`src/rtl/mem_pkg.sv`:
```
package mem_pkg;

    // Store view of an instruction word
    typedef struct packed {
        logic [6:0] imm_hi;
        logic [4:0] rs2;
        logic [4:0] rs1;
        logic [2:0] funct3;
        logic [4:0] imm_lo;
        logic [6:0] opcode;
    } s_fmt_t;

    // Register-writing view, same bits
    typedef struct packed {
        logic [11:0] imm;
        logic [4:0]  rs1;
        logic [2:0]  funct3;
        logic [4:0]  rd;
        logic [6:0]  opcode;
    } i_fmt_t;

    typedef union packed {
        s_fmt_t s_fmt;
        i_fmt_t i_fmt;
    } inst_t;

    // Base opcodes
    localparam logic [6:0] OPC_STORE  = 7'b0100011;
    localparam logic [6:0] OPC_LOAD   = 7'b0000011;
    localparam logic [6:0] OPC_BRANCH = 7'b1100011;
    localparam logic [6:0] OPC_OP     = 7'b0110011;
    localparam logic [6:0] OPC_OP_IMM = 7'b0010011;
    localparam logic [6:0] OPC_LUI    = 7'b0110111;
    localparam logic [6:0] OPC_AUIPC  = 7'b0010111;
    localparam logic [6:0] OPC_JAL    = 7'b1101111;
    localparam logic [6:0] OPC_JALR   = 7'b1100111;

    // Store widths by funct3
    localparam logic [2:0] FNC_SB = 3'b000;
    localparam logic [2:0] FNC_SH = 3'b001;
    localparam logic [2:0] FNC_SW = 3'b010;

    // addi x0, x0, 0
    localparam logic [31:0] NOP = 32'h0000_0013;

    typedef enum logic [1:0] {
        SIZE_NONE = 2'd0,
        SIZE_B    = 2'd1,
        SIZE_H    = 2'd2,
        SIZE_W    = 2'd3
    } size_t;

    typedef struct packed {
        logic  dmem_en;
        logic  io_en;
        size_t size;
        logic  fwd_wdata;
        logic  is_branch;
        logic  bubble;
    } mem_ctrl_t;

    // Top address nibble
    localparam logic [3:0] REGION_DMEM = 4'h1;
    localparam logic [3:0] REGION_IO   = 4'h8;

    localparam int DMEM_ADDR_BITS = 14;

    // IO block offsets
    localparam logic [7:0] IO_UART_CTRL = 8'h00;
    localparam logic [7:0] IO_UART_TX   = 8'h08;
    localparam logic [7:0] IO_CYCLES    = 8'h10;
    localparam logic [7:0] IO_INSTS     = 8'h14;
    localparam logic [7:0] IO_COUNT_RST = 8'h18;
    localparam logic [7:0] IO_BRANCHES  = 8'h1C;
    localparam logic [7:0] IO_BR_GOOD   = 8'h20;

    // Short bit period keeps simulation fast
    localparam int CLOCKS_PER_BIT = 8;
    localparam int BAUD_CNT_W = $clog2(CLOCKS_PER_BIT);
    localparam logic [BAUD_CNT_W-1:0] BAUD_LAST = BAUD_CNT_W'(CLOCKS_PER_BIT - 1);

endpackage

```
`src/rtl/baud_timer.sv`:
```
module baud_timer (
    input  logic clk,
    input  logic reset,
    input  logic run,
    output logic tick
);
    logic [mem_pkg::BAUD_CNT_W-1:0] count;

    // Held at zero when idle so each frame starts a fresh period
    always_ff @(posedge clk) begin
        if (reset || !run) begin
            count <= '0;
        end else if (count == mem_pkg::BAUD_LAST) begin
            count <= '0;
        end else begin
            count <= count + 1'b1;
        end
    end

    // Last count of the bit period
    assign tick = run && (count == mem_pkg::BAUD_LAST);

endmodule

```
`config.mk`:
```
export PLATFORM = sky130hd
export DESIGN_NAME = baud_timer
export DESIGN_NICKNAME = d
export VERILOG_FILES = /design/src/rtl/mem_pkg.sv /design/src/rtl/baud_timer.sv
export SDC_FILE = /design/constraint.sdc
export NUM_CORES = 1
export LEC_CHECK = 0
export ABC_AREA = 1
export BUFFER_PORTS_ARGS = -buffer_cell sky130_fd_sc_hd__buf_2
export CAP_MARGIN = 30
export CORE_AREA = 2 2 39 41
export DETAILED_ROUTE_END_ITERATION = 16
export DIE_AREA = 0 0 41 43
export PLACE_DENSITY = 0.3
export SETUP_SLACK_MARGIN = 0.5
export SLEW_MARGIN = 20
export SYNTH_ARGS = -nofsm -noshare
export SYNTH_HDL_FRONTEND = slang
export SYNTH_SLANG_ARGS = --single-unit
```
`constraint.sdc`:
```
create_clock -name clk -period 2 [get_ports clk]
set_input_delay 0.4 -clock clk [delete_from_list [all_inputs] [get_ports clk]]
set_output_delay 0.4 -clock clk [all_outputs]
set_load 0.1 [all_outputs]
```
==> results.md <==
* Outcome: completed
* Post-synthesis async set-or-reset flop share at 0
* Finished Core Util at 0.1763
* Tightest Hold Check Type: reg -> reg
* Ranking of synthesized cells by area: dfxtp_1 (47%), ha_1 (19%), inv_1 (15%)
* Switching power at 35.34 uW
* Routed Antenna Nets at 0
* Yosys reg bits at 3
* Clk buf depth at 2
* Port Buffers at 3
* Mapped cell area at 128.9 um^2
* Sum Neg Setup Slack at 0 ns
* Die Span Y at 43 um
* Setup CP Type: reg -> out
* Post-synthesis xor/xnor area fraction at 0
* Net count, final at 28
* Slew Limit Fails at 0
* Die width at 41 um
* Placed Area at 197.7 um^2
* Die Area at 0.001763 mm^2
* Main flop type after synthesis: dfxtp_1
* Non-Filler Instances at 38
* Setup crit end kind: output port
* Sequential cell area at 62.56 um^2
* Number of flops mapped to enable cells by yosys at 0
* Largest family of logic cells by synthesized area: adder cells
* Yosys synthesis warning count at 0
* Largest register by flop count: count
* Top Registers: count x3
* Setup WS post-layout at 0.4232 ns
* CTS clk-pin slew, worst paths at 0.03 ns
* CTS tree: built
* Design Area, Final at 244.0 um^2
* Crit path required time at 1.60 ns
* Global placement routability congestion at 0.5204
* Final Hold Slack at 0.4214 ns
* Clock share of power at 0.589
* Routed vias at 113
* PwrDens at 723.8 mW/mm^2
* CTS buffer count at 3
* Overall Power at 176.6 uW
* Core outline area at 0.001384 mm^2
* Total grt overflow at 0
* Internal at 141.3 uW
* MaxCap Viol Count at 0
* Final number of hold-violating endpoints at 0
* Period minus WS final at 1.577 ns
* Switch share at 0.2001
* Multi-input logic area at 82.58 um^2
* Pleak at 0.1002 nW
* Fraction of layout cells with a size suffix above 1 at 0.5909
* Area delta synth->final at 89.32%
* Pin count of the biggest net entering global routing at 4
* Row cnt at 14
* Initial DRC count at 0
* Worst Path Max Fanout at 2
* Crit share post-route at 0.7884
* CTS Sinks at 3
* Drt first pass iters at 1
* Top post-synthesis cells by count: inv_1 (5), dfxtp_1 (3), nor2_1 (3), ha_1 (2)
* Filler instances at 160
* Final setup violation count at 0
* Syn Area/Cell at 8.592 um^2
* Fmax at 634.2 MHz
* Post-synthesis compound-gate area fraction at 0
* Pre-CTS WS at 0.4848 ns
* Distinct cells, synth at 6
* Slew margin rel. at 0.9287
* Initial antenna violation count at 0
* Critical Path Start Type: register
* RSZ-0062 raised after global routing: yes
* Sequential area share after synthesis at 0.4660
* Antenna Cells at 0
* Starting density of the core at 0.09313
* Crit path DAT at 1.18 ns
* Seq pwr share at 0.364
* Largest register FFs at 3
* Drt drc at 0
* CTS Root Cell: clkbuf_4
* Mux cell area share after synthesis at 0
* DRT Wirelength at 215 um
* First-pass GRT wire length at 386 um
* Post-synthesis adder-cell area fraction at 0.1942
* Syn nets at 20
* Comb power frac at 0.047
* GRT Util Overall at 0.04012
* H-Tree Depth at 1
* Worst slew pin tran at 0.1068 ns
* Synth area leader: dfxtp_1
* Simple-Gate Fraction of Synth Area at 0.1942
* Most frequent cell after synthesis: inv_1
* WL/cell at 5.658 um
* Later-pin clock latency in the skew report at 0.23 ns
* Syn Inst Count at 15
* Vias per Instance at 2.974
* # IOs at 4
* Vias in the first global route at 126
* Peak supply drop at 0.2418 mV
* Placed insts at 34
* Worst reg-to-reg setup slack at 1.08 ns
* Clock Skews at 0.0009528 ns
* Top-area cell type share of the netlist area at 0.4660
==> final timing paths <==
check / startpoint / endpoint / cells after the start
max: count[0]$_SDFF_PP0_ / tick / 5
min: count[0]$_SDFF_PP0_ / count[0]$_SDFF_PP0_ / 1
max reg2reg: count[0]$_SDFF_PP0_ / count[0]$_SDFF_PP0_ / 5
min reg2reg: count[0]$_SDFF_PP0_ / count[0]$_SDFF_PP0_ / 1
==> cell families after synthesis <==
logic type / Yosys count
and+or+nand+nor: 5
buffers and inverters: 5
adders and majority gates: 2
DFF: 3
==> power groups by stage <==
| stage | combinational (mW) | sequential [mW] | clock (mW) |
|---|---|---|---|
| after floorplan | 0.00482 | 0.0649 | 0 |
| after global placement | 0.00773 | 0.0651 | 0 |
| after detailed placement | 0.00823 | 0.0651 | 0 |
| after CTS | 0.00863 | 0.0642 | 0.111 |
| after global routing | 0.00998 | 0.0644 | 0.117 |
| final | 0.00833 | 0.0643 | 0.104 |
==> area by class of cell <==
type	instances	share of cell area
timing repair buffer	3	0.1231
inverter	5	0.09231
multi-input combinational	7	0.3385
clock buffer	4	0.1077
tap	16	0.08205
sequential	3	0.2564
==> worst max-delay path, stage by stage, from the launching register on <==
cell	delay, ns
dfxtp_2	0.32
ha_4	0.16
ha_4	0.16
nand2_4	0.06
clkinvlp_4	0.08
buf_12	0.17
==> layout by cell type, fill, tap and decap left out <==
cell type,n
buf_2,2
nand3_2,1
nor2_1,3
clkinvlp_4,1
buf_12,1
ha_4,2
dfxtp_1,1
dfxtp_2,2
clkbuf_4,3
clkbuf_1,1
nand2_4,1
inv_1,4
==> routing by layer <==
metal | part of all wire | GRT usage
met1 | 0.39 | 0.02244
met4 | 0 | 0.06000
met2 | 0.44 | 0.04688
met5 | 0 | 0
met3 | 0.17 | 0.04712
==> repair_timing <==
action | 4_1_cts | 5_1_grt
setup endpoints to repair | 1 | 1
setup buffers | 0 | 0
hold buffers | 0 | 0
gates resized for setup | 5 | 0
pin swaps | 1 | 1
Note: power is estimated with default switching activity, not from simulation.
