===== src/rtl/uart_tx_fsm.sv =====
module uart_tx_fsm (
    input  logic       clk,
    input  logic       reset,
    input  logic [7:0] tx_data,
    input  logic       tx_valid,
    input  logic       tick,
    output logic       tx_ready,
    output logic       run,
    output logic       serial_out
);
    typedef enum logic [1:0] {
        IDLE,
        START,
        DATA,
        STOP
    } state_t;

    state_t     state;
    logic [7:0] shift;
    logic [2:0] bit_idx;
    logic       accept;

    assign accept = tx_valid && tx_ready;

    always_ff @(posedge clk) begin
        if (reset) begin
            state   <= IDLE;
            bit_idx <= 3'd0;
        end else begin
            case (state)
                IDLE: if (accept) state <= START;
                START: begin
                    if (tick) begin
                        state   <= DATA;
                        bit_idx <= 3'd0;
                    end
                end
                DATA: begin
                    if (tick) begin
                        // Eighth bit done
                        if (bit_idx == 3'd7) state <= STOP;
                        bit_idx <= bit_idx + 3'd1;
                    end
                end
                STOP: if (tick) state <= IDLE;
                default: state <= IDLE;
            endcase
        end
    end

    // LSB first, shifted out at the end of each data bit
    always_ff @(posedge clk) begin
        if (accept) begin
            shift <= tx_data;
        end else if (state == DATA && tick) begin
            shift <= shift >> 1;
        end
    end

    assign tx_ready = (state == IDLE);
    assign run      = (state != IDLE);

    // Line idles high
    always_comb begin
        case (state)
            START:   serial_out = 1'b0;
            DATA:    serial_out = shift[0];
            default: serial_out = 1'b1;
        endcase
    end

    // IO block must hold off while a frame is out
    valid_only_when_ready: assert property (@(posedge clk) disable iff (reset)
        !(tx_valid && !tx_ready)) else $error("tx_valid while transmitter busy");

    // Line moves only at a bit boundary or a new frame
    line_changes_on_tick: assert property (@(posedge clk) disable iff (reset)
        !tick && !accept |=> $stable(serial_out))
        else $error("serial line changed in the middle of a bit");

endmodule


===== config.mk =====
export PLATFORM = sky130hd
export DESIGN_NAME = uart_tx_fsm
export DESIGN_NICKNAME = d
export VERILOG_FILES = /design/src/rtl/uart_tx_fsm.sv
export SDC_FILE = /design/constraint.sdc
export NUM_CORES = 1
export LEC_CHECK = 0
export BUFFER_PORTS_ARGS = -buffer_cell sky130_fd_sc_hd__buf_2
export CAP_MARGIN = 20
export CORE_MARGIN = 3
export CORE_UTILIZATION = 30
export CTS_BUF_LIST = sky130_fd_sc_hd__clkbuf_2
export DETAILED_ROUTE_END_ITERATION = 10
export SETUP_SLACK_MARGIN = 0.5
export SYNTH_ARGS = -nofsm -noshare
export SYNTH_HDL_FRONTEND = slang
export SYNTH_SLANG_ARGS = --single-unit

===== constraint.sdc =====
create_clock -name clk -period 4.25 [get_ports clk]
set_input_delay 0.85 -clock clk [delete_from_list [all_inputs] [get_ports clk]]
set_output_delay 0.85 -clock clk [all_outputs]
set_load 0.01 [all_outputs]

==> flow_metrics.tcl, run 1 <==
set metrics [dict create \
    wire_per_inst_microns 11.0 \
    r2r_start "state[0]" \
    dr.max_layer_used "met3" \
    max_freq_mhz 450 \
    final_nets 91 \
    r2r_cells 5 \
    synth_top_area_share_pct 36.6 \
    critPathLaunchType "flop" \
    grt_overflow 0 \
    worstSetupEndpointType "output port" \
    tns_ns 0 \
    synth_edf_count 8 \
    die_w_microns 52.8 \
    cts_root_buffer "clkbuf_2" \
    cts-resized-gates 0 \
    coreArea_sq_mm 0.00202 \
    worstPathArrival_ns 1.37 \
    hpwl_microns 872 \
    rows 16 \
    slew_violations 0 \
    synthTopCellsByArea "edfxtp_1 (37%), dfxtp_1 (15%), mux2_2 (12%)" \
    route.layer.met1.wl_microns 509 \
    crit_required_ns 3.40 \
    numCtsBuffers 3 \
    ir_drop_uv 245 \
    vias 448 \
    drive_gt1_share_pct 37.5 \
    dr.pass1.iters 4 \
    p_per_area_mw_per_mm2 625 \
    grt_pass1_wl_microns 1990 \
    num-fill-cells 211 \
    drt_wl_total_microns 1090 \
    synth_common_cells "edfxtp_1 (8), inv_1 (7), mux2_2 (7), nand2_1 (7), ha_1 (6)" \
    area_delta_synth_final_pct 17.1 \
    hold_class "flop to flop" \
    cts.sinks 13 \
    die_y_microns 52.8 \
    syn_avg_cell_area_sq_um 11.9 \
    path_clk_slew_ns 0.13 \
    cts_tree "done" \
    worst-setup-path-type "flop to output port" \
    rr_endpoint "state[1]" \
    cts_buffer_depth 2 \
    grt_use_total_pct 10.0 \
    cp_max_fo 9 \
    synthCells 55 \
    ios 15 \
    yosysTopAreaCell "edfxtp_1" \
    p_leak_nw 0.353 \
    tightest_slew_ns 0.461 \
    synthesis.area_sq_um 657 \
    cts_hold_buf 0 \
    synth_fp_nets 73 \
    worst-r2r-setup-slack_ns 2.37 \
    fin_crit_ns 2.22 \
    met2_wirelength_microns 496 \
    slew_headroom_pct 69.3 \
    yosysMostFrequentCell "edfxtp_1" \
    dp_slack_ns 2.33 \
    status "finished clean" \
    clock_latency_ns 0.26 \
    grt_pass1_vias 502 \
    antenna_found_initial 0 \
    grt_setup_unrepaired "no" \
    dieArea_sq_mm 0.00279 \
    met3_length_microns 84 \
    yosysSeqAreaShare_pct 51.8 \
    post_cts_buffers 0 \
    ys_types 18 \
    drtAntennaViolNets 0 \
    place_congestion 0.758 \
    hold_viol_final 0 \
    setup_ws_ns 2.03 \
    crit_end "serial_out" \
    drt_iter0_drc 5 \
    htreeDepth 1 \
    synth_top_flop_cell "edfxtp_1" \
    maxCapViolCount 0 \
    portBuffers 14 \
    route.detailed.drc 0 \
    diodes 0 \
    async_flop_share_pct 0 \
    via_per_inst 4.53 \
    worstSetupStartpoint "state[0]" \
    grt_max_degree 10 \
    whs_ns 0.474 \
    yosys_warnings 0 \
    start_util_pct 32.5 \
    fin_skew_ns 0.0145 \
    min_period_over_period_pct 52.3 \
    synth_seq_cells 13 \
    finalSetupViolCount 0 \
]
## area by class of cell
cell class	instances	area [sq um]	area share (%)
Inverter	7	26.3	3.41
Sequential cell	13	340	44.2
Tap cell	27	33.8	4.39
Multi-Input combinational cell	34	279	36.3
Clock buffer	4	20.0	2.60
Timing Repair Buffer	14	70.1	9.11
## logic make-up (layout without fill, tap and decap cells)
family	after synthesis	count (layout)	synth area share, %
DFF	13	13	51.8
muxes	8	8	13.5
adders and majority gates	6	6	11.4
and+or+nand+nor	12	12	8.00
buffers and inverters	8	25	5.71
AOI/OAI and AO/OA	8	8	9.52
## cell usage in the layout (no fill, tap or decap)
cell and n:
a211o_2 1, a21oi_1 1, a222oi_1 1, a32oi_1 2
and3_1 1, buf_2 14, clkbuf_2 4, dfxtp_1 5
edfxtp_1 8, ha_1 6, inv_1 7, mux2_2 7
mux2i_1 1, nand2_1 7, nor2_1 2, o211a_1 1
o21ai_0 2, or2_2 1, or3_1 1
## power by group
group | switching [mW] | internal, mW | total (mW)
combinational | 0.106 | 0.0949 | 0.201
clock | 0.0384 | 0.0250 | 0.0633
sequential | 0.0183 | 0.198 | 0.216
## critical path, stage by stage (launching register included)
cell and delay (ns):
dfxtp_1 0.41, inv_1 0.08, ha_1 0.29, o21ai_0 0.18, buf_2 0.15
## per-stage QoR
step / total power, mW / instances / cell area (sq um) / util (%)
floorplan: 0.372 / 55 / 657 / -
global route: 0.526 / 99 / 769 / 38.1
detailed placement: 0.427 / 95 / 749 / 37.1
CTS: 0.493 / 99 / 769 / 38.1
finish: 0.481 / 99 / 769 / 38.1
global placement: 0.419 / 95 / 749 / 37.1
## layer usage
layer	track usage, %	up-vias
met5	0	-
met4	5.11	0
met3	3.13	0
met2	17.6	10
met1	10.6	206
li1	-	232
## flip-flops by register name (all words and copies together), names as in the netlist
signal   flops
shift        8
bit_idx      3
state        2
## how the worst min path moves through the flow
stage	depth (start not counted)	startpoint	end	slack (ns)
after global routing	2	bit_idx[0]	bit_idx[0]	0.52
final	2	bit_idx[0]	bit_idx[0]	0.47
after detailed placement	2	bit_idx[0]	bit_idx[0]	0.47
after CTS	2	bit_idx[0]	bit_idx[0]	0.48
after floorplan	2	bit_idx[0]	bit_idx[0]	0.44
after global placement	2	bit_idx[0]	bit_idx[0]	0.46
Note: power is estimated with default switching activity, not from simulation.
==> inputs of run 2 (changes only) <==
==> constraint.sdc (replaced) <==
create_clock -name clk -period 1.8 [get_ports clk]
set_input_delay 0.36 -clock clk [delete_from_list [all_inputs] [get_ports clk]]
set_output_delay 0.36 -clock clk [all_outputs]
set_load 0.01 [all_outputs]
==> flow_metrics.tcl, run 2 (synthesis results as in run 1) <==
set metrics [dict create \
    hold_viol_final 0 \
    cts_root_buffer "clkbuf_2" \
    grt_max_degree 9 \
    grt_pass1_wl_microns 1930 \
    htreeDepth 1 \
    wire_per_inst_microns 11.1 \
    path_clk_slew_ns 0.11 \
    die_w_microns 52.8 \
    reg_top3 "shift (8), bit_idx (3), state (2)" \
    clock_latency_ns 0.26 \
    top_register "shift" \
    worstPathArrival_ns 1.85 \
    route.detailed.drc 0 \
    start_util_pct 32.5 \
    num-fill-cells 202 \
    status "finished clean" \
    slew_violations 0 \
    diodes 0 \
    cp_max_fo 4 \
    ir_drop_uv 933 \
    hpwl_microns 823 \
    drtAntennaViolNets 0 \
    place_congestion 0.734 \
    ios 15 \
    area_delta_synth_final_pct 30.5 \
    dp_slack_ns 0.0359 \
    seqCellArea_sq_um 348 \
    multi_input_area_sq_um 330 \
    vias 469 \
    max_freq_mhz 601 \
    crit_end "state[1]" \
    hold_start "reset" \
    rows 16 \
    fin_skew_ns 0.000357 \
    worst-setup-path-type "flop to flop" \
    worst-r2r-setup-slack_ns 0.14 \
    cts_hold_buf 0 \
    worstSetupStartpoint "state[0]" \
    drt_wl_total_microns 1130 \
    portBuffers 14 \
    r2r_start "state[0]" \
    coreArea_sq_mm 0.00202 \
    die_y_microns 52.8 \
    largest_reg_flops 8 \
    tightest_slew_ns 0.378 \
    via_per_inst 4.60 \
    maxCapViolCount 0 \
    drive_gt1_share_pct 53.3 \
    grt_overflow 0 \
    cts_buffer_depth 2 \
    r2r_cells 5 \
    hold_class "input pin to flop" \
    grt_setup_unrepaired "yes" \
    drt_iter0_drc 3 \
    setup_ws_ns 0.137 \
    p_per_area_mw_per_mm2 1520 \
    grt_pass1_vias 460 \
    critPathLaunchType "flop" \
    crit_required_ns 1.99 \
    slew_headroom_pct 74.5 \
    numCtsBuffers 3 \
    rr_endpoint "state[1]" \
    final_nets 94 \
    dr.pass1.iters 4 \
    cts_tree "done" \
    tns_ns 0 \
    p_leak_nw 0.377 \
    min_period_over_period_pct 92.4 \
    dieArea_sq_mm 0.00279 \
    whs_path_depth 2 \
    final_common_cell "buf_2" \
    fin_crit_ns 1.66 \
    cts.sinks 13 \
    layout_common_cells "buf_2 (14), edfxtp_1 (8), mux2_2 (7)" \
    antenna_found_initial 0 \
    worstSetupEndpointType "flop" \
    grt_use_total_pct 9.77 \
    finalSetupViolCount 0 \
]
==> run 2: changes by cell type in the layout (fill, tap and decap cells not counted), sizes merged <==
cell and change:
buf +3
==> run 2: cell type report <==
cell class / count / share of cell area (%)
multi-input combinational: 34 / 38.5
tap: 27 / 3.94
inverter: 7 / 3.36
sequential: 13 / 40.6
timing repair buffer: 17 / 11.2
clock buffer: 4 / 2.34
==> run 2: power breakdown <==
part           switching (mW)  total, mW  leakage, nW  internal (mW)
Combinational           0.296      0.619        0.242          0.323
Clock                  0.0868      0.146       0.0166         0.0590
Sequential             0.0588      0.538        0.119          0.479
Total                   0.442       1.30        0.377          0.861
==> run 2: worst min-delay path by stage <==
stage                      end  slack (ns)
floorplan           bit_idx[0]        0.43
global placement    bit_idx[0]        0.46
detailed placement  bit_idx[0]        0.47
CTS                 bit_idx[0]        0.27
global route        bit_idx[0]        0.26
finish              bit_idx[0]        0.29
==> run 2: metal layers <==
layer	wire, microns	global-route usage, %	vias to the layer above
met5	0	0	-
met3	94	6.84	0
met2	532	14.9	13
met4	0	1.28	0
met1	503	11.5	221
li1	-	-	235
==> run 2: repair_timing <==
item                       4_1_cts  5_1_grt
hold endpoints to repair         0        0
pin swaps                        4        1
gates resized for setup          9        4
buffers inserted                 2        0
setup endpoints to repair       23       23
==> run 2: per-stage QoR <==
stage               total power, mW  util [%]  cells  hold slack [ns]  cell area [sq um]
floorplan                     0.903         -     55            0.429                676
global placement               1.02      38.4     96            0.455                776
detailed placement             1.03      38.4     96            0.467                776
CTS                            1.28      41.4    102            0.271                837
global route                   1.42      42.4    102            0.260                857
finish                         1.30      42.4    102            0.289                857
==> run 2: critical path, stage by stage, from the launching register on <==
cell	delay, ns
dfxtp_4	0.39
ha_1	0.20
or3_4	0.38
a222oi_1	0.28
buf_4	0.18
mux2i_1	0.17
