### src/rtl/mem_pkg.sv
package mem_pkg;

    // Store view of an instruction word
    typedef struct packed {
        logic [6:0] imm_hi;
        logic [4:0] rs2;
        logic [4:0] rs1;
        logic [2:0] funct3;
        logic [4:0] imm_lo;
        logic [6:0] opcode;
    } s_fmt_t;

    // Register-writing view, same bits
    typedef struct packed {
        logic [11:0] imm;
        logic [4:0]  rs1;
        logic [2:0]  funct3;
        logic [4:0]  rd;
        logic [6:0]  opcode;
    } i_fmt_t;

    typedef union packed {
        s_fmt_t s_fmt;
        i_fmt_t i_fmt;
    } inst_t;

    // Base opcodes
    localparam logic [6:0] OPC_STORE  = 7'b0100011;
    localparam logic [6:0] OPC_LOAD   = 7'b0000011;
    localparam logic [6:0] OPC_BRANCH = 7'b1100011;
    localparam logic [6:0] OPC_OP     = 7'b0110011;
    localparam logic [6:0] OPC_OP_IMM = 7'b0010011;
    localparam logic [6:0] OPC_LUI    = 7'b0110111;
    localparam logic [6:0] OPC_AUIPC  = 7'b0010111;
    localparam logic [6:0] OPC_JAL    = 7'b1101111;
    localparam logic [6:0] OPC_JALR   = 7'b1100111;

    // Store widths by funct3
    localparam logic [2:0] FNC_SB = 3'b000;
    localparam logic [2:0] FNC_SH = 3'b001;
    localparam logic [2:0] FNC_SW = 3'b010;

    // addi x0, x0, 0
    localparam logic [31:0] NOP = 32'h0000_0013;

    typedef enum logic [1:0] {
        SIZE_NONE = 2'd0,
        SIZE_B    = 2'd1,
        SIZE_H    = 2'd2,
        SIZE_W    = 2'd3
    } size_t;

    typedef struct packed {
        logic  dmem_en;
        logic  io_en;
        size_t size;
        logic  fwd_wdata;
        logic  is_branch;
        logic  bubble;
    } mem_ctrl_t;

    // Top address nibble
    localparam logic [3:0] REGION_DMEM = 4'h1;
    localparam logic [3:0] REGION_IO   = 4'h8;

    localparam int DMEM_ADDR_BITS = 14;

    // IO block offsets
    localparam logic [7:0] IO_UART_CTRL = 8'h00;
    localparam logic [7:0] IO_UART_TX   = 8'h08;
    localparam logic [7:0] IO_CYCLES    = 8'h10;
    localparam logic [7:0] IO_INSTS     = 8'h14;
    localparam logic [7:0] IO_COUNT_RST = 8'h18;
    localparam logic [7:0] IO_BRANCHES  = 8'h1C;
    localparam logic [7:0] IO_BR_GOOD   = 8'h20;

    // Short bit period keeps simulation fast
    localparam int CLOCKS_PER_BIT = 8;
    localparam int BAUD_CNT_W = $clog2(CLOCKS_PER_BIT);
    localparam logic [BAUD_CNT_W-1:0] BAUD_LAST = BAUD_CNT_W'(CLOCKS_PER_BIT - 1);

endpackage

### src/rtl/mem_decode.sv
module mem_decode (
    input  mem_pkg::inst_t     inst,
    input  mem_pkg::inst_t     wb_inst,
    input  logic [31:0]        addr,
    output mem_pkg::mem_ctrl_t ctrl
);
    logic [6:0] opcode;
    logic [6:0] wb_opcode;
    logic       is_mem;
    logic       is_store;
    logic       wb_writes_rd;
    logic [3:0] region;

    // Opcode sits in the same bits for both views
    assign opcode    = inst.s_fmt.opcode;
    assign wb_opcode = wb_inst.i_fmt.opcode;
    assign region    = addr[31:28];
    assign is_store  = (opcode == mem_pkg::OPC_STORE);
    assign is_mem    = is_store || (opcode == mem_pkg::OPC_LOAD);

    // Formats that write rd in the write-back stage
    always_comb begin
        case (wb_opcode)
            mem_pkg::OPC_LOAD, mem_pkg::OPC_OP, mem_pkg::OPC_OP_IMM,
            mem_pkg::OPC_LUI, mem_pkg::OPC_AUIPC, mem_pkg::OPC_JAL,
            mem_pkg::OPC_JALR: wb_writes_rd = 1'b1;
            default:           wb_writes_rd = 1'b0;
        endcase
    end

    always_comb begin
        ctrl.dmem_en = is_mem && (region == mem_pkg::REGION_DMEM);
        ctrl.io_en   = is_mem && (region == mem_pkg::REGION_IO);
        // Non-stores never touch the write mask
        ctrl.size = mem_pkg::SIZE_NONE;
        if (is_store) begin
            case (inst.s_fmt.funct3)
                mem_pkg::FNC_SB: ctrl.size = mem_pkg::SIZE_B;
                mem_pkg::FNC_SH: ctrl.size = mem_pkg::SIZE_H;
                mem_pkg::FNC_SW: ctrl.size = mem_pkg::SIZE_W;
                default:         ctrl.size = mem_pkg::SIZE_NONE;
            endcase
        end
        // x0 is never a forwarding source
        ctrl.fwd_wdata = is_store && wb_writes_rd && (wb_inst.i_fmt.rd != 5'd0)
                         && (wb_inst.i_fmt.rd == inst.s_fmt.rs2);
        ctrl.is_branch = (opcode == mem_pkg::OPC_BRANCH);
        ctrl.bubble    = (inst == mem_pkg::NOP);
    end

endmodule

### config.mk
export PLATFORM = sky130hd
export DESIGN_NAME = mem_decode
export DESIGN_NICKNAME = d
export VERILOG_FILES = /design/src/rtl/mem_pkg.sv /design/src/rtl/mem_decode.sv
export SDC_FILE = /design/constraint.sdc
export NUM_CORES = 1
export LEC_CHECK = 0
export ABC_CLOCK_PERIOD_IN_PS = 1000
export BUFFER_PORTS_ARGS = -buffer_cell sky130_fd_sc_hd__buf_2
export CORE_MARGIN = 2
export CORE_UTILIZATION = 15
export DETAILED_ROUTE_END_ITERATION = 12
export PLACE_DENSITY = 0.8
export SLEW_MARGIN = 25
export SYNTH_ARGS = -nofsm -noshare
export SYNTH_HDL_FRONTEND = slang
export SYNTH_SLANG_ARGS = --single-unit
### constraint.sdc
create_clock -name vclk -period 1
set_clock_uncertainty 0.05 [all_clocks]
set_input_delay 0.15 -clock vclk [all_inputs]
set_output_delay 0.15 -clock vclk [all_outputs]
set_load 0.005 [all_outputs]
==> results.ini, run 1 <==
[run_status]
outcome=finished, violations left
violations=negative setup slack

[worst_setup_path]
slowest_stage=nor4_4
cp.arrival_ns=1.15
crit_type=in -> out
cp-startpoint=inst[2]
cp-end-kind=output port
crit_fanout=3
startpoint_type=primary input
path_buf_inv=2
slowest_delay_ns=0.33
cp-endpoint=ctrl[2]
critical-path-top-delay-family=simple AND/OR/NAND/NOR gates
crit_chain=buf_8, nor4_4, nand2_2, a2111oi_4, buf_2
worst_ep_required_time_ns=0.80
worst-path-stages=5

[power_and_ir_drop]
power_mw=0.2141
peakVddDrop_uv=145.9
pwr-share-clk=0
p_comb_frac=1.000
p_switching_mw=0.08869
p_seq_frac=0
switching_share=0.4143
power.internal_mw=0.1254
power.density_nw_per_um2=302.8
p_leak_nw=0.3229

[floorplanning]
row_count=15
start_util=0.1556
io_pins=103
dieWidth_um=45.86
core_area_um2=1689
die_h_um=45.86
dieArea_um2=2103

[timing]
tightest_slew_ns=0.3134
rsz0062_at_grt=yes
fin_ws_ns=-0.3534
fmax_mhz=738.9
worst_hold_slack_ns=0.4913
final_max_slew_viol_count=0
hold_violations=0
finalCritPeriodShare=1.353
finalSetupViolCount=7
slew_headroom=0.7888
fin_tns_setup_ns=-1.822
min_period_ns=1.353

[route]
drc_errors=0
ant_nets=0
dr.pass1.iters=2
routed_wl_mm=1.400
routedWlPerCell_um=12.50
drt-initial-drc-count=1
vias=533
vias_per_cell=4.759

[layout]
final_cell_area_um2=706.9
finalCoreUtilization=0.4185
layout_commonest_cell=buf_2
num-fill-cells=191
area_growth_pct=169.0
n_antenna_cell=0
seq_cells=0
nets=193
final-seq-area_um2=0
nClkBuffers=0
layout_common_cells=buf_2 (49), xnor2_1 (6), nor3_1 (5)
layoutNonFillerInstCount=112
multi_input_comb_area_um2=342.8
drive_gt1_frac=0.7368

[run]
drv_cap=0

[global_route]
grt.busiest_layer=met2
met2_usage=0.2639
grtUsageMet3=0.02778
grt_pass1_wl_mm=2.001
use_met1=0.1279
grt_max_degree=6
antenna_found_initial=0
grt_overflow_total=0
grtUsageTotal=0.1262
grt_pass1_vias=522

[synth]
avgSynthCellArea_um2=7.101
ys_types=18
ys_warn_count=0
synth_top_area_cell=xnor2_1
synthCells=37
synth_top_area_share=0.2000
syn_area_um2=262.8
syn-num-nets=133
yosysSeqAreaShare=0
synth_area_leaders=xnor2_1 (20%), nor4_1 (12%), nor3_1 (9.5%), nor4_4 (8.1%), a2111oi_2 (5.7%)

[place]
dp_cells=111
numPortBuffers=55
place.gp.congestion=0.6084
dp_slack_ns=-0.4307
post_dp_cell_area_um2=599.3

[clocking]
hold_buffers=0

[worst_hold_path]
worst_hold_path_type=in -> out

-- worst min-delay path by stage --
stage	start	to	slack, ns	depth (start not counted)
2_1_floorplan	inst[10]	ctrl[0]	0.27	1
3_3_place_gp	inst[10]	ctrl[0]	0.48	3
3_5_place_dp	addr[28]	ctrl[5]	0.49	3
4_1_cts	inst[10]	ctrl[0]	0.49	3
5_1_grt	inst[10]	ctrl[0]	0.51	3
6_report	addr[31]	ctrl[6]	0.49	3
-- tightest hold or removal path, stage by stage --
cell and delay (ns):
buf_2 0.09, nor3b_2 0.04, buf_2 0.12
-- cells in the mapped netlist (all sizes together) --
library cell	instances
nand4	2
nand2	3
a211o	1
nor3b	2
nand3	1
a2111oi	1
or4	1
nor2	3
nor4b	1
nor4	6
o21ai	1
nor3	5
xnor2	6
and3	2
and4	1
nand4b	1
-- metal layers --
layer | part of all wire | up-vias
li1 | - | 268
met1 | 0.32 | 238
met2 | 0.59 | 25
met3 | 0.086 | 2
met4 | 0.0057 | 0
met5 | 0 | -
-- kinds of logic (layout without fill, tap and decap cells) --
logic type | Yosys count | count (layout) | synth area share
AND/OR/NAND/NOR | 28 | 28 | 0.6905
XOR/XNOR | 6 | 6 | 0.2000
AO/OA/AOI/OAI | 3 | 3 | 0.1095
buffers and inverters | 0 | 58 | 0
-- repair_timing --
item,in CTS,in global routing
setup endpoints to repair,7,7
gates resized for setup,12,8
pin swaps,8,2
buffers inserted,1,0
-- final cells by class --
| cell class | count | share of cell area |
|---|---|---|
| multi-input combinational | 37 | 0.4850 |
| tap | 17 | 0.03009 |
| timing repair buffer | 58 | 0.4850 |
-- power by group through the flow --
stage | Clock [mW] | Sequential [mW] | Combinational, mW
after floorplan | 0 | 0 | 0.0495
after global placement | 0 | 0 | 0.170
after detailed placement | 0 | 0 | 0.177
after CTS | 0 | 0 | 0.196
after global routing | 0 | 0 | 0.231
final | 0 | 0 | 0.214
(Power assumes the default switching activity.)
==> run 2, diff against run 1 <==
--- a/config.mk
+++ b/config.mk
@@ -11,6 +11,7 @@
 export CORE_UTILIZATION = 15
 export DETAILED_ROUTE_END_ITERATION = 12
 export PLACE_DENSITY = 0.8
+export REMOVE_ABC_BUFFERS = 1
 export SLEW_MARGIN = 25
 export SYNTH_ARGS = -nofsm -noshare
 export SYNTH_HDL_FRONTEND = slang
==> run 2 against run 1 <==
Net effect:
- the run still ends with negative setup slack left
- global-route usage down 1.6 points
- design area up 5.8%
- wire length down 7.5%
- setup slack worse by 0.025 ns
- flip-flop and latch count unchanged
- non-clock buffer count up 5
- count of clock-buffer cells in the layout unchanged
- critical path depth unchanged
- worst hold slack worse by 0.018 ns
- critical path type unchanged
- critical endpoint unchanged
==> results.ini, run 2 (synthesized netlist as in run 1, its figures left out) <==
[timing]
final_max_slew_viol_count=0
rsz0062_at_grt=yes
fmax_mhz=725.7
finalSetupViolCount=7
finalCritPeriodShare=1.378
tightest_slew_ns=0.3353
slew_headroom=0.7741
fin_ws_ns=-0.3780
min_period_ns=1.378
fin_tns_setup_ns=-1.816
hold_violations=0

[layout]
finalCoreUtilization=0.4430
num-fill-cells=177
multi_input_comb_area_um2=344.1
layout_common_cells=buf_2 (48), buf_4 (8), buf_6 (6)
layout_commonest_cell=buf_2
seq_cells=0
final-seq-area_um2=0
area_growth_pct=184.8
drive_gt1_frac=0.7500
n_antenna_cell=0
nets=198
layoutNonFillerInstCount=117
nClkBuffers=0

[route]
routed_wl_mm=1.295
vias_per_cell=4.667
dr.pass1.iters=2
drt-initial-drc-count=1
ant_nets=0
vias=546
routedWlPerCell_um=11.07
drc_errors=0

[worst_setup_path]
crit_chain=buf_8, nor4_4, nand2_2, a2111oi_4, buf_2
startpoint_type=primary input
slowest_stage=a2111oi_4
slowest_delay_ns=0.33
cp.arrival_ns=1.18
crit_type=in -> out
worst_ep_required_time_ns=0.80
crit_fanout=2
cp-end-kind=output port

[clocking]
cts_setup_buffers=0
hold_buffers=0

[worst_hold_path]
hold_path_end=ctrl[0]
hold_depth=3
min_from=inst[10]
worst_hold_path_type=in -> out

[floorplanning]
core_area_um2=1689
die_h_um=45.86
start_util=0.1556
io_pins=103
dieArea_um2=2103
dieWidth_um=45.86
row_count=15

[global_route]
grtUsageTotal=0.1102
grt_overflow_total=0
grt_pass1_wl_mm=1.800
antenna_found_initial=0
grt_max_degree=6
grt_pass1_vias=493

[power_and_ir_drop]
power.internal_mw=0.1409
p_seq_frac=0
power.density_nw_per_um2=305.8
peakVddDrop_uv=111.3
pwr-share-clk=0
p_comb_frac=1.000
p_switching_mw=0.08792
p_leak_nw=0.3563
switching_share=0.3843

[run_status]
violations=negative setup slack
outcome=finished, violations left

[place]
dp_cells=117
dp_slack_ns=-0.4260
hpwl_mm=1.154
place.gp.congestion=0.7752
numPortBuffers=55

[run]
drv_cap=0

==> run 2: changes by cell type in the layout (fill, tap and decap cells not counted), sizes merged <==
| cell | previous run | this run |
|---|---|---|
| buf | 58 | 63 |
==> run 2: worst max path at each step <==
stage | cells past startpoint | slack [ns] | from | end
after global placement | 6 | -0.42 | inst[28] | ctrl[0]
after detailed placement | 6 | -0.43 | inst[28] | ctrl[0]
final | 5 | -0.38 | inst[4] | ctrl[2]
after CTS | 5 | -0.36 | inst[4] | ctrl[2]
after floorplan | 2 | -0.14 | inst[7] | ctrl[0]
after global routing | 6 | -0.45 | wb_inst[9] | ctrl[2]
==> run 2: through the flow <==
stage          power (mW)  instance area (µm²)  hold WS, ns
6_report           0.2288                748.2       0.4735
5_1_grt            0.2467                748.2       0.4869
4_1_cts            0.2100                691.9       0.4781
3_5_place_dp       0.1859                619.3       0.4781
3_3_place_gp       0.1801                619.3       0.4744
2_1_floorplan     0.04571                262.8       0.2830
==> run 2: what timing repair did <==
action / 4_1_cts / 5_1_grt
pin swaps: 7 / 2
resized for setup: 15 / 7
setup endpoints to repair: 7 / 7
==> run 2: power groups by stage <==
stage	combinational [mW]	sequential (mW)	clock, mW
final	0.229	0	0
after floorplan	0.0457	0	0
after global routing	0.247	0	0
after CTS	0.210	0	0
after global placement	0.180	0	0
after detailed placement	0.186	0	0
==> run 2: per-layer routing <==
layer	vias to the layer above	part of all wire	wire length [µm]	GRT usage
li1	279	-	-	-
met1	241	0.30	387	0.1093
met2	26	0.59	761	0.2417
met3	0	0.11	147	0.01587
met4	0	0	0	0
met5	-	0	0	0
==> run 2: worst max-delay path, delay by kind of cell <==
kind | cells | cell delay (ns)
AND/OR/NAND/NOR | 2 | 0.43
buffers and inverters | 2 | 0.26
AO/OA/AOI/OAI | 1 | 0.33
==> run 2: layout make-up <==
type / instances / share of cell area
multi-input cells: 37 / 0.4599
repair buffers: 63 / 0.5117
well taps: 17 / 0.02843
