[config.mk]
export PLATFORM = sky130hd
export DESIGN_NAME = store_pack
export DESIGN_NICKNAME = d
export VERILOG_FILES = /design/src/rtl/mem_pkg.sv /design/src/rtl/store_pack.sv
export SDC_FILE = /design/constraint.sdc
export NUM_CORES = 1
export LEC_CHECK = 0
export ABC_AREA = 0
export BUFFER_PORTS_ARGS = -buffer_cell sky130_fd_sc_hd__buf_2
export CORE_MARGIN = 3
export CORE_UTILIZATION = 38
export DETAILED_ROUTE_END_ITERATION = 8
export GPL_TIMING_DRIVEN = 0
export PLACE_DENSITY_LB_ADDON = 0.05
export SLEW_MARGIN = 0
export SYNTH_ARGS = -nofsm -noshare
export SYNTH_HDL_FRONTEND = slang
export SYNTH_SLANG_ARGS = --single-unit
[constraint.sdc]
create_clock -name vclk -period 1.5
set_input_delay 0.075 -clock vclk [all_inputs]
set_output_delay 0.075 -clock vclk [all_outputs]
set_load 0.05 [all_outputs]
[src/rtl/mem_pkg.sv]
package mem_pkg;

    // Store view of an instruction word
    typedef struct packed {
        logic [6:0] imm_hi;
        logic [4:0] rs2;
        logic [4:0] rs1;
        logic [2:0] funct3;
        logic [4:0] imm_lo;
        logic [6:0] opcode;
    } s_fmt_t;

    // Register-writing view, same bits
    typedef struct packed {
        logic [11:0] imm;
        logic [4:0]  rs1;
        logic [2:0]  funct3;
        logic [4:0]  rd;
        logic [6:0]  opcode;
    } i_fmt_t;

    typedef union packed {
        s_fmt_t s_fmt;
        i_fmt_t i_fmt;
    } inst_t;

    // Base opcodes
    localparam logic [6:0] OPC_STORE  = 7'b0100011;
    localparam logic [6:0] OPC_LOAD   = 7'b0000011;
    localparam logic [6:0] OPC_BRANCH = 7'b1100011;
    localparam logic [6:0] OPC_OP     = 7'b0110011;
    localparam logic [6:0] OPC_OP_IMM = 7'b0010011;
    localparam logic [6:0] OPC_LUI    = 7'b0110111;
    localparam logic [6:0] OPC_AUIPC  = 7'b0010111;
    localparam logic [6:0] OPC_JAL    = 7'b1101111;
    localparam logic [6:0] OPC_JALR   = 7'b1100111;

    // Store widths by funct3
    localparam logic [2:0] FNC_SB = 3'b000;
    localparam logic [2:0] FNC_SH = 3'b001;
    localparam logic [2:0] FNC_SW = 3'b010;

    // addi x0, x0, 0
    localparam logic [31:0] NOP = 32'h0000_0013;

    typedef enum logic [1:0] {
        SIZE_NONE = 2'd0,
        SIZE_B    = 2'd1,
        SIZE_H    = 2'd2,
        SIZE_W    = 2'd3
    } size_t;

    typedef struct packed {
        logic  dmem_en;
        logic  io_en;
        size_t size;
        logic  fwd_wdata;
        logic  is_branch;
        logic  bubble;
    } mem_ctrl_t;

    // Top address nibble
    localparam logic [3:0] REGION_DMEM = 4'h1;
    localparam logic [3:0] REGION_IO   = 4'h8;

    localparam int DMEM_ADDR_BITS = 14;

    // IO block offsets
    localparam logic [7:0] IO_UART_CTRL = 8'h00;
    localparam logic [7:0] IO_UART_TX   = 8'h08;
    localparam logic [7:0] IO_CYCLES    = 8'h10;
    localparam logic [7:0] IO_INSTS     = 8'h14;
    localparam logic [7:0] IO_COUNT_RST = 8'h18;
    localparam logic [7:0] IO_BRANCHES  = 8'h1C;
    localparam logic [7:0] IO_BR_GOOD   = 8'h20;

    // Short bit period keeps simulation fast
    localparam int CLOCKS_PER_BIT = 8;
    localparam int BAUD_CNT_W = $clog2(CLOCKS_PER_BIT);
    localparam logic [BAUD_CNT_W-1:0] BAUD_LAST = BAUD_CNT_W'(CLOCKS_PER_BIT - 1);

endpackage

[src/rtl/store_pack.sv]
module store_pack (
    input  logic [31:0]    data,
    input  logic [1:0]     offset,
    input  mem_pkg::size_t size,
    output logic [31:0]    din,
    output logic [3:0]     we
);

    always_comb begin
        din = data;
        we  = 4'b0000;
        case (size)
            mem_pkg::SIZE_B: begin
                // Byte copied to every lane, mask picks one
                din = {4{data[7:0]}};
                we  = 4'b0001 << offset;
            end
            mem_pkg::SIZE_H: begin
                din = {2{data[15:0]}};
                // Odd offset is misaligned, nothing written
                we  = offset[0] ? 4'b0000 : (4'b0011 << offset);
            end
            mem_pkg::SIZE_W: begin
                we = (offset == 2'b00) ? 4'b1111 : 4'b0000;
            end
            default: begin
                we = 4'b0000;
            end
        endcase
    end

    // Mask shape per store size
    always_comb begin
        if (size == mem_pkg::SIZE_B) begin
            assert final ($onehot(we) && we[offset]) else $error("byte mask not one lane");
        end
        if (size == mem_pkg::SIZE_H) begin
            assert final (offset[0] ? (we == 4'b0000) : (we == (offset[1] ? 4'b1100 : 4'b0011)))
                else $error("half-word mask not an aligned lane pair");
        end
        if (size == mem_pkg::SIZE_W && offset == 2'b00) begin
            assert final (we == 4'b1111) else $error("word mask not all lanes");
        end
        if (size == mem_pkg::SIZE_NONE) begin
            assert final (we == 4'b0000) else $error("mask set without a store");
        end
    end

endmodule

==> summary.log, run 1 <==
qor: run_status.status finished clean
qor: layout.n_antenna_cell 0
qor: place.gp_congestion 0.703
qor: synthesis.netlist_top_cells_area sky130_fd_sc_hd__ha_1 12%, sky130_fd_sc_hd__a22o_1 11%, sky130_fd_sc_hd__buf_4 11%, sky130_fd_sc_hd__a22oi_1 9.8%, sky130_fd_sc_hd__o22ai_1 8.2%
qor: routing.detail_route.first_pass.iterations 4
qor: global_routing.grt_start_max_net_pins 11
qor: synthesis.ys_seq_area_share 0%
qor: power.max-vdd-ir-drop 0.428 mV
qor: timing.finalWorstPathRequiredPeriod 1.45 ns
qor: worst_setup_path.cpPeakStageDelay 0.28 ns
qor: worst_setup_path.cp_num_buf_inv 5
qor: synthesis.mappedNetlistNets 137
qor: layout.most_frequent_standard_cell_in_the_layout_excluding_fill_and_tap_cells sky130_fd_sc_hd__buf_2
qor: global_routing.first_global_vias 855
qor: worst_setup_path.startpoint_of_the_worst_setup_timing_path size[1]
qor: synthesis.netlist.top_cell.by_area sky130_fd_sc_hd__ha_1
qor: global_routing.grt_use_total 20.9%
qor: place.place_ws -0.00542 ns
qor: worst_setup_path.timing.critical_path.to din[10]
qor: power.p_leak 0.644 nW
qor: synthesis.yosys.area.top_type_share 12.3%
qor: timing.drv_slew 0
qor: worst_setup_path.critical_path_required 1.42 ns
qor: global_routing.grt_first_pass_wirelength 3420 um
qor: worst_setup_path.setup.worst_path.class in -> out
qor: worst_setup_path.worst-path-stages 8
qor: worst_setup_path.cp_top_family buffers and inverters
qor: synthesis.netlist_instances 95
qor: routing.drt-total-wl 2510 um
qor: timing.final_critical_path_setup_slack 0.0505 ns
qor: timing.fin_crit_sh 96.6%
qor: timing.finalSetupViolations 0
qor: timing.timing.fmax 690 MHz
qor: place.buffer_ports.inserted 72
qor: timing.hold-worst-slack 0.526 ns
qor: layout.layout.cells.most_common_list 54 x sky130_fd_sc_hd__buf_2, 13 x sky130_fd_sc_hd__buf_4
qor: worst_setup_path.worstPathArrival 1.37 ns
qor: floorplanning.start_util 43.7%
qor: floorplanning.die_span_in_x 46.1 um
qor: worst_setup_path.critical_path.most_common_cell sky130_fd_sc_hd__buf_6
qor: layout.num-clock-buffers 0
qor: worst_setup_path.startpoint_type primary input
qor: synthesis.synth.cell_area 612 um2
qor: worst_setup_path.critical_path.cell_chain buf_2 -> inv_1 -> ha_1 -> buf_6 -> and2_1 -> buf_6 -> a22o_1 -> buf_6
qor: hold_path.hold_depth 3
qor: job.maxCapViolations 0
qor: floorplanning.core_region_area 1400 um2
qor: place.hpwl 1900 um
qor: power.power-per-cell-area 682 nW/um2
qor: worst_setup_path.crit_path_max_fanout 8
qor: timing.timing.max_slew.rel_slack 78.9%
qor: synthesis.synthDistinctLibCells 22
qor: routing.post_drt_wl_per_cell 13.8 um
qor: layout.seq_cell_count 0
qor: layout.post-route-util 81.3%
qor: place.placed_cells_incl_taps 182
qor: global_routing.gr-total-overflow 0
qor: clock_tree.hold_buffers 0
qor: layout.syn2layout_area_growth 85.9%
qor: floorplanning.num_io_pins 72
qor: routing.via_count 968
qor: timing.max_slew.worst_pin.slew 0.314 ns
qor: global_routing.number_of_antenna_violations_at_the_first_check_in_global_routing 0
qor: routing.detailed_route_iter0_violations 25
qor: floorplanning.placementRows 13
qor: layout.num-nets-final 211
qor: layout.layout.area.seq 0 um2
qor: worst_setup_path.worst_setup_path_end_kind output pin
qor: floorplanning.fp.dieH 46.1 um
qor: routing.residual_drc 0
qor: worst_setup_path.slowest_stage_cell_cp sky130_fd_sc_hd__ha_1
qor: layout.drive_above_1_share 58.7%
qor: power.finalPower 0.775 mW
qor: layout.final_cells 182
qor: floorplanning.fp.dieArea 2130 um2
qor: routing.viasPerCell 5.32
qor: hold_path.hold_class in -> out
qor: synthesis.synth.avg_cell_area 6.44 um2
qor: routing.drtAntennaViolNets 0
qor: timing.timing_hold_violations_final 0
qor: synthesis.ys.warnings.count 0
==> power by group <==
| group | internal [mW] | switching [mW] |
|---|---|---|
| Clock | 0 | 0 |
| Sequential | 0 | 0 |
| Combinational | 0.249 | 0.526 |
| Total | 0.249 | 0.526 |
==> cell families after synthesis <==
logic type	Yosys count	share of synthesized area, %
AOI/OAI and AO/OA	36	43.4
buffers and inverters	28	26.0
and+or+nand+nor	24	16.8
adders and majority gates	6	12.3
muxes	1	1.64
==> cell type report <==
type	count	area, um2
Tap cell	15	18.8
Fill cell	111	262
Buffer	16	120
Timing Repair Buffer	72	440
Inverter	12	45.0
Multi-Input combinational cell	67	513
==> metrics by stage <==
step / setup TNS, ns / cell area, um2
floorplan: -1.20 / 667
global placement: 0 / 1050
finish: 0 / 1140
CTS: 0 / 1050
detailed placement: -0.00542 / 1050
global route: -0.0437 / 1140
==> how the worst min path moves through the flow <==
stage               slack, ns  startpoint  endpoint
global route             0.55     data[9]    din[9]
floorplan                0.22   offset[0]     we[2]
finish                   0.53     data[9]    din[9]
detailed placement       0.55    data[22]   din[22]
global placement         0.55    data[19]   din[19]
CTS                      0.55    data[23]   din[23]
==> per-layer routing <==
layer | vias up | part of all wire (%) | track usage (%)
li1 | 481 | - | -
met1 | 440 | 37 | 25.7
met2 | 47 | 52 | 39.3
met3 | 0 | 11 | 2.34
met4 | 0 | 0 | 1.70
met5 | - | 0 | 0
==> what timing repair did <==
item                                    in CTS  in global routing
endpoints found under the setup margin       2                 24
gates resized for setup                      2                 41
buffers inserted                             0                  0
==> synth_stat cells, drive strengths merged <==
library cell / n
a2111oi: 2
a211oi: 1
a21boi: 1
a21oi: 8
a22o: 8
a22oi: 8
and2: 1
buf: 15
clkbuf: 1
ha: 6
inv: 12
mux2i: 1
nand2: 8
nand2b: 1
nor2: 11
nor3: 2
nor4: 1
o22ai: 8
Power figures use the tool's default switching activity.
==> run 2, diff against run 1 <==
GPL_ROUTABILITY_DRIVEN = 0   (was default)
GPL_TIMING_DRIVEN = default   (was 0)
==> summary.log, run 2 (synthesized netlist as in run 1, its figures left out) <==
qor: power.power_frac_clock 0%
qor: place.buffer_ports.inserted 72
qor: power.max-vdd-ir-drop 0.373 mV
qor: timing.grt_setup_unrepaired yes
qor: worst_setup_path.critical_path_required 1.42 ns
qor: routing.viasPerCell 5.20
qor: timing.drv_slew 0
qor: timing.finalWorstPathRequiredPeriod 1.45 ns
qor: hold_path.hold_depth 2
qor: floorplanning.num_io_pins 72
qor: global_routing.grt_use_total 18.2%
qor: hold_path.hold_class in -> out
qor: clock_tree.postCtsSetupRepairBufs 0
qor: timing.timing.max_slew.rel_slack 74.3%
qor: timing.fin_crit_sh 96.9%
qor: layout.num-nets-final 200
qor: place.hpwl 1800 um
qor: timing.timing.fmax 688 MHz
qor: floorplanning.placementRows 13
qor: place.placed_cells_incl_taps 171
qor: power.pwr-share-seq 0%
qor: worst_setup_path.critical_path.most_common_cell sky130_fd_sc_hd__buf_2
qor: global_routing.first_global_vias 710
qor: layout.post-route-util 70.8%
qor: worst_setup_path.critical_path.cell_chain buf_2 -> inv_1 -> ha_1 -> and2_2 -> a22o_1 -> buf_2
qor: worst_setup_path.cpPeakStageDelay 0.36 ns
qor: layout.final_cells 171
qor: layout.postLayoutCellArea 991 um2
qor: power.p_sw 0.507 mW
qor: worst_setup_path.slowest_stage_cell_cp sky130_fd_sc_hd__ha_1
qor: routing.drtAntennaViolNets 0
qor: power.switching_share 72.1%
qor: floorplanning.fp.dieH 46.1 um
qor: floorplanning.die_span_in_x 46.1 um
qor: timing.hold-worst-slack 0.476 ns
qor: hold_path.worst_hold_path.endpoint din[7]
qor: layout.drive_above_1_share 56.4%
qor: layout.n_antenna_cell 0
qor: layout.layout.cells.most_common_list 65 x sky130_fd_sc_hd__buf_2, 11 x sky130_fd_sc_hd__inv_1, 10 x sky130_fd_sc_hd__nor2_1
qor: power.combinationalPowerShare 100.0%
qor: timing.fin_tns_setup 0 ns
qor: routing.drt-total-wl 2190 um
qor: global_routing.number_of_antenna_violations_at_the_first_check_in_global_routing 0
qor: timing.finalSetupViolations 0
qor: global_routing.grt_start_max_net_pins 19
qor: worst_setup_path.setup.worst_path.class in -> out
qor: global_routing.grt_first_pass_wirelength 3050 um
qor: power.finalPower 0.703 mW
qor: layout.syn2layout_area_growth 62.0%
qor: timing.timing_hold_violations_final 0
qor: global_routing.gr-total-overflow 0
qor: timing.final_critical_path_setup_slack 0.0461 ns
qor: run_status.status finished clean
qor: hold_path.holdCritStartpoint data[7]
qor: routing.detailed_route_iter0_violations 6
qor: power.power-per-cell-area 709 nW/um2
qor: job.maxCapViolations 0
qor: layout.num-clock-buffers 0
qor: worst_setup_path.worst_setup_path_end_kind output pin
qor: worst_setup_path.crit_path_max_fanout 8
qor: worst_setup_path.worstPathArrival 1.38 ns
qor: routing.detail_route.first_pass.iterations 4
qor: layout.most_frequent_standard_cell_in_the_layout_excluding_fill_and_tap_cells sky130_fd_sc_hd__buf_2
qor: routing.residual_drc 0
qor: place.post_dp_cell_area 970 um2
qor: power.p_leak 0.576 nW
qor: layout.final.fill_count 141
qor: timing.max_slew.worst_pin.slew 0.386 ns
qor: floorplanning.core_region_area 1400 um2
qor: clock_tree.hold_buffers 0
qor: layout.seq_cell_count 0
qor: floorplanning.start_util 43.7%
qor: layout.area_occupied_by_multi_input_gates 512 um2
qor: layout.layout.area.seq 0 um2
qor: worst_setup_path.startpoint_type primary input
qor: power.power_report.internal_total 0.196 mW
qor: floorplanning.fp.dieArea 2130 um2
qor: routing.via_count 889
qor: place.place_ws -0.00889 ns
qor: routing.post_drt_wl_per_cell 12.8 um
[run 2: layout make-up]
cell class                      instances  area share, %
Multi-Input combinational cell         67           51.6
Tap cell                               15           1.89
Inverter                               12           4.55
Timing Repair Buffer                   77           41.9
[run 2: worst max path at each step]
stage	start	to	slack, ns	depth (start not counted)
global placement	size[1]	din[15]	0.07	6
floorplan	size[0]	din[22]	-0.10	5
detailed placement	size[0]	din[10]	-0.009	6
finish	size[0]	din[10]	0.05	6
global route	size[0]	din[24]	-0.02	7
CTS	size[0]	din[10]	0.06	6
[run 2: worst max-delay path: cells and delay by family]
family | cells | cell delay, ns
AO/OA/AOI/OAI | 1 | 0.25
adder cells (fa/ha/maj) | 1 | 0.36
buffers and inverters | 3 | 0.41
AND/OR/NAND/NOR | 1 | 0.29
[run 2: metal layers]
layer,global-route usage (%),up-vias,wire length [um]
met5,0,-,0
met4,0.568,0,0
met3,1.56,0,215
met2,33.2,45,1120
met1,23.9,387,858
li1,-,457,-
[run 2: timing repair]
action                                 in CTS  in global routing
endpoints found under the hold margin       0                  0
gates resized for setup                     1                  8
setup endpoints to repair                   3                 10
[run 2: power groups by stage]
stage / clock [mW] / sequential [mW] / combinational [mW]
3_3_place_gp: 0 / 0 / 0.680
2_1_floorplan: 0 / 0 / 0.534
5_1_grt: 0 / 0 / 0.740
3_5_place_dp: 0 / 0 / 0.688
6_report: 0 / 0 / 0.703
4_1_cts: 0 / 0 / 0.690
